## src/rtl/percVar_cfg.svh

```systemverilog
`ifndef PERCVAR_CFG_SVH
`define PERCVAR_CFG_SVH

// LAR segment bounds on |rc| >> 4
`define SEG1 16'sd1299
`define SEG2 16'sd1815
`define SEG3 16'sd1944

// Segment slopes and offsets
`define A1 16'sd4567
`define A2 16'sd11776
`define A3 16'sd27443
`define LB1 32'sd3271557
`define LB2 32'sd16357786
`define LB3 32'sd46808433

// Smoothing hysteresis
`define THRESH_L1 (-16'sd3562)
`define THRESH_L2 (-16'sd3116)
`define THRESH_H1 16'sd1336
`define THRESH_H2 16'sd890

`define GAMMA1_0 16'sd32113
`define GAMMA1_1 16'sd30802
`define GAMMA2_HI 16'sd22938
`define GAMMA2_LO 16'sd13107
`define GAMMA2_1 16'sd19661
`define ALPHA 16'sd19302
`define BETA 16'sd1024

`define LPC_ORDER 10
`define NUM_SUBFR 2

`endif

```

## src/rtl/percPkg.sv

```systemverilog
`include "percVar_cfg.svh"

package percPkg;

	// One Q15/Q13 sample
	typedef logic signed [15:0] wordT;

	// LSF vector of one subframe
	typedef wordT [`LPC_ORDER-1:0] lsfVecT;

	// [0],[1] subframe 0 (averaged), [2],[3] subframe 1 (new)
	typedef wordT [3:0] larQuadT;

	typedef struct packed
	{
		wordT rc0;
		wordT rc1;
		lsfVecT lsfInt;   // Interpolated LSFs
		lsfVecT lsfNew;
	} frameInT;

	typedef struct packed
	{
		wordT [`NUM_SUBFR-1:0] gamma1;
		wordT [`NUM_SUBFR-1:0] gamma2;
	} weightT;

endpackage

```

## src/rtl/rcToLar.sv

```systemverilog
`timescale 1ns/10ps
`include "percVar_cfg.svh"

module rcToLar
(
	input logic clk,
	input logic reset,
	input logic load,
	input logic signed [15:0] rc,
	output logic signed [15:0] lar
);

	logic signed [15:0] mag;
	logic signed [15:0] cur;
	logic signed [15:0] half;
	logic signed [15:0] slope;
	logic signed [31:0] offset;
	logic signed [31:0] lTemp;
	logic signed [15:0] larMag;   // LAR before the sign goes back on

	always_comb
	begin
		mag = (rc == 16'sh8000) ? 16'sh7fff : (rc[15] ? -rc : rc);   // abs_s
		cur = mag >>> 4;
		half = cur >>> 1;
		slope = `A3;
		offset = `LB3;
		if (cur <= `SEG2)
		begin
			slope = `A1;
			offset = `LB1;
		end
		else if (cur <= `SEG3)
		begin
			slope = `A2;
			offset = `LB2;
		end
		lTemp = ((32'(half) * 32'(slope)) <<< 1) - offset;   // L_mult then L_sub
		if (cur <= `SEG1)
			larMag = cur;
		else if (cur <= `SEG2)
			larMag = 16'(lTemp >>> 11);
		else if (cur <= `SEG3)
			larMag = 16'(lTemp >>> 1);
		else
			larMag = 16'(lTemp >>> 11);
	end

	always_ff @(posedge clk)
	begin
		if (reset)
			lar <= '0;
		else if (load)
			lar <= rc[15] ? ((larMag == 16'sh8000) ? 16'sh7fff : -larMag) : larMag;
	end

	// Negative rc gives a non-positive LAR one cycle later
	assert property (@(posedge clk) disable iff (reset)
		(load && rc[15] && !larMag[15]) |=> (lar <= 16'sd0));

endmodule

```

## src/rtl/larInterp.sv

```systemverilog
`timescale 1ns/10ps
`include "percVar_cfg.svh"

module larInterp
	import percPkg::*;
(
	input logic clk,
	input logic reset,
	input logic update,
	input wordT larNew0,
	input wordT larNew1,
	output larQuadT lars
);

	wordT old0;   // Previous frame
	wordT old1;

	// add() then shr(,1)
	function automatic wordT avgSat(wordT a, wordT b);
		logic signed [16:0] s;
		wordT t;
		s = 17'(a) + 17'(b);
		if (s > 17'sd32767)
			t = 16'sh7fff;
		else if (s < -17'sd32768)
			t = 16'sh8000;
		else
			t = 16'(s);
		return t >>> 1;
	endfunction

	always_ff @(posedge clk)
	begin
		if (reset)
		begin
			old0 <= '0;
			old1 <= '0;
		end
		else if (update)
		begin
			old0 <= larNew0;
			old1 <= larNew1;
		end
	end

	always_ff @(posedge clk)
	begin
		if (update)
		begin
			lars[0] <= avgSat(larNew0, old0);
			lars[1] <= avgSat(larNew1, old1);
			lars[2] <= larNew0;
			lars[3] <= larNew1;
		end
	end

endmodule

```

## src/rtl/smoothDecide.sv

```systemverilog
`timescale 1ns/10ps
`include "percVar_cfg.svh"

module smoothDecide
(
	input logic clk,
	input logic reset,
	input logic frameStart,
	input logic step,
	input logic signed [15:0] critLar0,
	input logic signed [15:0] critLar1,
	output logic smooth
);

	logic leave;   // Smooth to sharp
	logic enter;   // Sharp back to smooth

	always_comb
	begin
		leave = (critLar0 < `THRESH_L1) && (critLar1 > `THRESH_H1);
		enter = (critLar0 > `THRESH_L2) || (critLar1 < `THRESH_H2);
	end

	always_ff @(posedge clk)
	begin
		if (reset)
			smooth <= 1'b1;
		else if (frameStart)
			smooth <= 1'b1;   // Every frame starts smooth
		else if (step)
		begin
			if (smooth && leave)
				smooth <= 1'b0;
			else if (!smooth && enter)
				smooth <= 1'b1;
		end
	end

endmodule

```

## src/rtl/lsfMinDist.sv

```systemverilog
`timescale 1ns/10ps
`include "percVar_cfg.svh"

module lsfMinDist
	import percPkg::*;
(
	input logic clk,
	input logic reset,
	input logic scanStart,
	input lsfVecT lsf,
	output wordT dMin,
	output logic scanDone
);

	localparam logic [3:0] LAST_IDX = 4'(`LPC_ORDER - 2);

	lsfVecT lsfDbl;   // shl(lsf, 1)
	logic running;
	logic [3:0] idx;
	wordT gap;

	function automatic wordT sat16(logic signed [16:0] v);
		if (v > 17'sd32767)
			return 16'sh7fff;
		else if (v < -17'sd32768)
			return 16'sh8000;
		return 16'(v);
	endfunction

	always_comb
		gap = sat16(17'(lsfDbl[idx + 4'd1]) - 17'(lsfDbl[idx]));

	////////////////////
	// Scan control

	always_ff @(posedge clk)
	begin
		if (reset)
		begin
			running <= 1'b0;
			idx <= '0;
			scanDone <= 1'b0;
		end
		else
		begin
			scanDone <= running && (idx == LAST_IDX);
			if (scanStart)
			begin
				running <= 1'b1;
				idx <= '0;
			end
			else if (running)
			begin
				if (idx == LAST_IDX)
					running <= 1'b0;
				else
					idx <= idx + 4'd1;
			end
		end
	end

	////////////////////
	// Data path

	always_ff @(posedge clk)
	begin
		if (scanStart)
		begin
			for (int i = 0; i < `LPC_ORDER; i++)
				lsfDbl[i] <= sat16({lsf[i], 1'b0});
		end
		if (running && ((idx == 4'd0) || (gap < dMin)))
			dMin <= gap;   // First spacing seeds the minimum
	end

	// Sequencer waits for scanDone before the next scan
	assert property (@(posedge clk) disable iff (reset) scanStart |-> !running);

endmodule

```

## src/rtl/gammaCalc.sv

```systemverilog
`timescale 1ns/10ps
`include "percVar_cfg.svh"

module gammaCalc
	import percPkg::*;
(
	input wordT dMin,
	input logic smooth,
	output wordT gamma1,
	output wordT gamma2
);

	logic signed [31:0] prod;
	logic signed [16:0] diff;
	wordT scaled;
	wordT shifted;
	wordT clamped;

	always_comb
	begin
		prod = 32'(`ALPHA) * 32'(dMin);
		scaled = 16'(prod >>> 15);   // mult(ALPHA, dMin)
		diff = 17'(`BETA) - 17'(scaled);
		// sub() result then shl(,5), both saturating
		if (diff > 17'sd1023)
			shifted = 16'sh7fff;
		else if (diff < -17'sd1024)
			shifted = 16'sh8000;
		else
			shifted = 16'(diff <<< 5);
		if (shifted > `GAMMA2_HI)
			clamped = `GAMMA2_HI;
		else if (shifted < `GAMMA2_LO)
			clamped = `GAMMA2_LO;
		else
			clamped = shifted;
		gamma1 = smooth ? `GAMMA1_1 : `GAMMA1_0;
		gamma2 = smooth ? `GAMMA2_1 : clamped;
	end

endmodule

```

## src/rtl/percVar.sv

```systemverilog
`timescale 1ns/10ps
`include "percVar_cfg.svh"

module percVar
	import percPkg::*;
(
	input logic clk,
	input logic reset,
	input logic start,
	input frameInT frameIn,
	output logic busy,
	output logic done,
	output weightT weights
);

	localparam logic LAST_SUB = 1'(`NUM_SUBFR - 1);

	typedef enum logic [2:0] {IDLE, INTERP, DECIDE, STORE, SCAN} stateT;

	stateT state;
	logic sub;   // Current subframe
	logic accept, step, scanStart, scanDone, smooth, slotWrite, finish;
	wordT lar0, lar1, critLar0, critLar1, dMin, g1, g2, hold1, hold2;
	larQuadT lars;
	lsfVecT lsfInt, lsfNew;

	////////////////////
	// Sequencer decode

	always_comb
	begin
		accept = start && (state == IDLE);   // LARs convert on this edge
		slotWrite = ((state == STORE) && smooth) || ((state == SCAN) && scanDone);
		finish = slotWrite && (sub == LAST_SUB);
		step = (state == DECIDE) || (slotWrite && (sub != LAST_SUB));   // Next subframe
		scanStart = (state == STORE) && !smooth;
		critLar0 = (state == DECIDE) ? lars[0] : lars[2];
		critLar1 = (state == DECIDE) ? lars[1] : lars[3];
	end

	assign busy = (state != IDLE);

	always_ff @(posedge clk)
	begin
		if (reset)
		begin
			state <= IDLE;
			sub <= 1'b0;
			done <= 1'b0;
			weights <= '0;
		end
		else
		begin
			done <= finish;
			case (state)
				IDLE:
				begin
					if (start)
					begin
						state <= INTERP;
						sub <= 1'b0;
					end
				end
				INTERP: state <= DECIDE;
				DECIDE: state <= STORE;
				STORE:
				begin
					if (!smooth)
						state <= SCAN;
					else if (finish)
						state <= IDLE;
					else
						sub <= LAST_SUB;   // Stay here, flag for next subframe is pending
				end
				SCAN:
				begin
					if (scanDone)
					begin
						state <= (sub == LAST_SUB) ? IDLE : STORE;
						sub <= LAST_SUB;
					end
				end
				default: state <= IDLE;
			endcase
			if (finish)
			begin
				weights.gamma1 <= {g1, hold1};
				weights.gamma2 <= {g2, hold2};
			end
		end
	end

	// Subframe 0 result and LSF copy
	always_ff @(posedge clk)
	begin
		if (slotWrite && (sub != LAST_SUB))
		begin
			hold1 <= g1;
			hold2 <= g2;
		end
		if (accept)
		begin
			lsfInt <= frameIn.lsfInt;
			lsfNew <= frameIn.lsfNew;
		end
	end

	////////////////////
	// Datapath blocks

	rcToLar rcToLar0 (.clk, .reset, .load(accept), .rc(frameIn.rc0), .lar(lar0));
	rcToLar rcToLar1 (.clk, .reset, .load(accept), .rc(frameIn.rc1), .lar(lar1));

	larInterp larInterp0
	(
		.clk,
		.reset,
		.update(state == INTERP),
		.larNew0(lar0),
		.larNew1(lar1),
		.lars
	);

	smoothDecide smoothDecide0
	(
		.clk,
		.reset,
		.frameStart(accept),
		.step,
		.critLar0,
		.critLar1,
		.smooth
	);

	lsfMinDist lsfMinDist0
	(
		.clk,
		.reset,
		.scanStart,
		.lsf(sub ? lsfNew : lsfInt),
		.dMin,
		.scanDone
	);

	gammaCalc gammaCalc0 (.dMin, .smooth, .gamma1(g1), .gamma2(g2));

	assert property (@(posedge clk) disable iff (reset) done |=> !done);

endmodule

```

## config.mk

```make
export PLATFORM = sky130hd
export DESIGN_NAME = percVar
export DESIGN_NICKNAME = d
export VERILOG_FILES = /design/src/rtl/percPkg.sv /design/src/rtl/rcToLar.sv /design/src/rtl/larInterp.sv /design/src/rtl/smoothDecide.sv /design/src/rtl/lsfMinDist.sv /design/src/rtl/gammaCalc.sv /design/src/rtl/percVar.sv
export VERILOG_INCLUDE_DIRS = /design/src /design/src/rtl
export SDC_FILE = /design/constraint.sdc
export NUM_CORES = 2
export LEC_CHECK = 0
export BUFFER_PORTS_ARGS = -buffer_cell sky130_fd_sc_hd__buf_4
export CAP_MARGIN = 10
export CELL_PAD_IN_SITES_DETAIL_PLACEMENT = 0
export CELL_PAD_IN_SITES_GLOBAL_PLACEMENT = 1
export CORE_ASPECT_RATIO = 1.75
export CORE_MARGIN = 4
export CORE_UTILIZATION = 49
export DETAILED_ROUTE_END_ITERATION = 7
export PLACE_DENSITY = 0.84
export SLEW_MARGIN = 30
export SYNTH_ARGS = -nofsm -noshare
export SYNTH_HDL_FRONTEND = slang
export SYNTH_SLANG_ARGS = --single-unit
```

## constraint.sdc

```tcl
create_clock -name clk -period 13.9 [get_ports clk]
set_input_delay 2.085 -clock clk [delete_from_list [all_inputs] [get_ports clk]]
set_output_delay 2.085 -clock clk [all_outputs]
set_load 0.01 [all_outputs]
```

==> results.yml <==
sta:
  setup-tns-final_ns: 0
  period_share_pct: 88.8
  slew_headroom_pct: 31.4
  report.final.slew_viol_count: 0
  worst_pin_slew_ns: 1.00
  finalClockSkew_ns: 0.0212
  rsz0062_at_grt: "false"
  holdWs_ns: 0.456
  fmax_mhz: 81.0
  hold_viol: 0
  period_needed_ns: 12.35
  setup_viol_count_final: 0
place:
  dp.cells: 6053
  dp.final_hpwl_mm: 108
  place.gp.congestion: 0.962
  portBuffers: 410
layout:
  area_delta_synth_final_pct: 13.5
  regArea_um2: 19500
  post_layout_nonfiller_instances: 6173
  layout-drive-gt1-share_pct: 15.2
  n_fill_cell: 8544
  n_antenna_cell: 0
  nets: 5828
  multi_input_area_um2: 27200
clocking:
  hold_buffers: 0
  cts.path.max_buffers: 3
  cts_resized: 0
  h-tree-depth: 3
  numCtsBuffers: 66
  clk_transition_reported_paths_ns: 0.07
  clkSinkCount: 686
  worstSkewPairLatency_ns: 0.66
  cts_tree: "done"
  cts-root-buf: "clkbuf_16"
  cts_setup_buffers: 0
yosys:
  synth.area.mux_share_pct: 7.77
  yosysWarnings: 0
  synth.avg_cell_area_um2: 11.0
  synth_top_family_by_area: "adder cells"
  post_synth_num_cell_types: 97
  synthesis.area_um2: 49100
  syn_inst: 4455
  synth-adder-area-share_pct: 21.3
  synth-edff-count: 575
  synth_simple_gate_area_share_pct: 8.87
  synth-seq-area-share_pct: 39.7
  async_flop_share_pct: 0
  yosys.area_share.xor_xnor_pct: 3.35
  synthFlopType: "edfxtp_1"
  ys_seq_elements: 686
  synth_compound_area_share_pct: 13.7
global_route:
  grt.total_usage_pct: 25.2
  grt_antenna_before_repair: 0
  grt_max_degree: 178
  grt_pass1_wl_mm: 206
  grt_pass1_vias: 36600
  grt_overflow: 0
setup_path:
  critical_path.top_delay_family: "compound AO/OA/AOI/OAI gates"
  critPathSlowestCell: "or4_1"
  reg2reg_setup_slack_ns: 5.08
  crit_path_end_kind: "register"
  crit_arrival_ns: 12.91
  crit_required_ns: 14.46
  cp_max_fo: 14
  r2r-end: "hold2[5]"
  path_class: "in2reg"
  path_buf_inv: 6
  rr_startpoint: "lsfMinDist0.dMin[10]"
  crit_path_start_kind: "input pin"
  critPathMaxStageDelay_ns: 0.69
  worstRegToRegCells: 26
detailed_routing:
  drc: 0
  drt-pass1-iter-count: 5
  drt_wl_total_mm: 135
  vias: 35500
  viasPerCell: 5.75
  postRouteAntennaNets: 0
  wl_per_cell_um: 21.9
  drtIter0Drc: 1992
die:
  die_y_um: 427
  design.core.area_um2: 99500
  ioPinCount: 421
  rows: 153
  start_util_pct: 49.4
  die_x_um: 247
  design.die.area_um2: 106000
worst_hold_path:
  hold_end: "weights[8]"
  hold_path_class: "reg2reg"
  holdPathStages: 2
  hp-start: "weights[8]"
status:
  outcome: "completed"
job:
  cap_violations: 0
## flip-flops by register name, indices dropped and copies added, names as in the netlist
| name | flops |
|---|---|
| hold1 | 2 |
| lsfMinDist0.scanDone | 1 |
| rcToLar0.lar | 16 |
| larInterp0.old0 | 16 |
| sub | 1 |
| lsfInt | 160 |
| state | 3 |
| smoothDecide0.smooth | 1 |
| done | 1 |
| rcToLar1.lar | 16 |
| lsfMinDist0.dMin | 16 |
| weights | 35 |
| lsfMinDist0.idx | 4 |
| larInterp0.lars | 62 |
| larInterp0.old1 | 16 |
| lsfNew | 160 |
| hold2 | 15 |
| lsfMinDist0.running | 1 |
| lsfMinDist0.lsfDbl | 160 |
## layer usage
layer	up-vias	global-route usage, %	routed length (µm)
met1	17400	27.8	49500
met4	0	12.9	7570
li1	16800	-	-
met5	-	0	0
met3	305	2.97	5570
met2	987	47.2	72600
## logic make-up (layout without fill, tap and decap cells)
logic type,count (synthesis),after routing
fa+ha+maj,669,669
flops,686,686
other cells,2,34
mux,297,297
compound gates,1044,1044
xor+xnor,188,188
simple gates,903,903
buf+inv,666,1035
## layout make-up
type	instances	area share, %
Clock inverter	45	0.931
Timing Repair Buffer	470	6.40
Sequential cell	686	34.9
Clock buffer	75	3.02
Inverter	445	3.02
Multi-Input combinational cell	3135	48.7
Tap cell	1317	2.95
## worst max-delay path by stage
stage,startpoint,to,depth (start not counted)
4_1_cts,frameIn[322],rcToLar1.lar[15],42
6_report,frameIn[322],rcToLar1.lar[15],42
3_3_place_gp,frameIn[322],rcToLar1.lar[15],42
5_1_grt,frameIn[351],rcToLar0.lar[4],37
3_5_place_dp,frameIn[322],rcToLar1.lar[15],42
2_1_floorplan,frameIn[338],rcToLar0.lar[10],37
## cells in the mapped netlist, types with 22 or more instances
master	number	share of area [%]
inv_1	439	3.4
ha_1	390	9.9
o22ai_1	22	0.28
xnor2_1	122	2.2
xor2_1	66	1.2
nor3_1	77	0.78
mux2_2	29	0.66
clkbuf_1	162	1.2
a31oi_1	36	0.46
nand3_1	56	0.57
nand2_1	276	2.1
a211oi_1	27	0.41
nor2_1	227	1.7
edfxtp_1	575	35
and3_1	32	0.41
nand2b_1	26	0.33
buf_4	31	0.47
or3_1	25	0.32
o211ai_1	27	0.41
a21oi_1	406	4.1
and2_1	29	0.37
a21o_1	69	1.1
o21a_1	62	0.95
dfxtp_1	111	4.5
o21bai_1	23	0.35
o31ai_1	26	0.40
mux2i_1	202	4.1
o21ai_0	130	1.3
fa_1	279	11
nor2b_1	41	0.52
mux4_2	64	2.9
## layout by cell type (no fill, tap or decap), types with 64 or more instances in the layout
cell,n
edfxtp_1,575
buf_4,465
inv_1,436
a21oi_1,404
ha_1,390
fa_1,279
nand2_1,276
nor2_1,220
mux2i_1,201
o21ai_0,130
xnor2_1,122
dfxtp_1,108
nor3_1,77
a21o_1,69
clkbuf_16,66
xor2_1,65
mux4_2,64
## stage by stage
stage                     instance area, µm²  util [%]  setup slack, ns
after floorplan                        49300         -             1.58
after global placement                 53500      53.8             1.04
after detailed placement               53600      53.8            0.915
after CTS                              55800      56.0             1.59
after global routing                   55800      56.1            0.867
final                                  55800      56.1             1.55
## worst reg2reg max path: stages, from the launching register on
cell and delay [ns]:
edfxtp_1 0.50, ha_1 0.44, fa_1 0.53, fa_1 0.51
inv_1 0.05, fa_1 0.47, fa_1 0.55, inv_1 0.05
fa_1 0.46, ha_1 0.32, a211o_1 0.32, a31oi_1 0.25
o211ai_1 0.35, a21oi_1 0.28, xor2_1 0.35, ha_1 0.25
o21ai_0 0.21, nor3_1 0.50, a41oi_1 0.27, o21bai_1 0.38
a31o_2 0.28, nand3_1 0.10, o21a_1 0.18, ha_1 0.35
a41o_1 0.29, a21oi_1 0.27, nor2_1 0.06
Power is left out: the tool's default activity adds up to more than one toggle a clock period on the data nets, which glitch-free logic cannot reach.
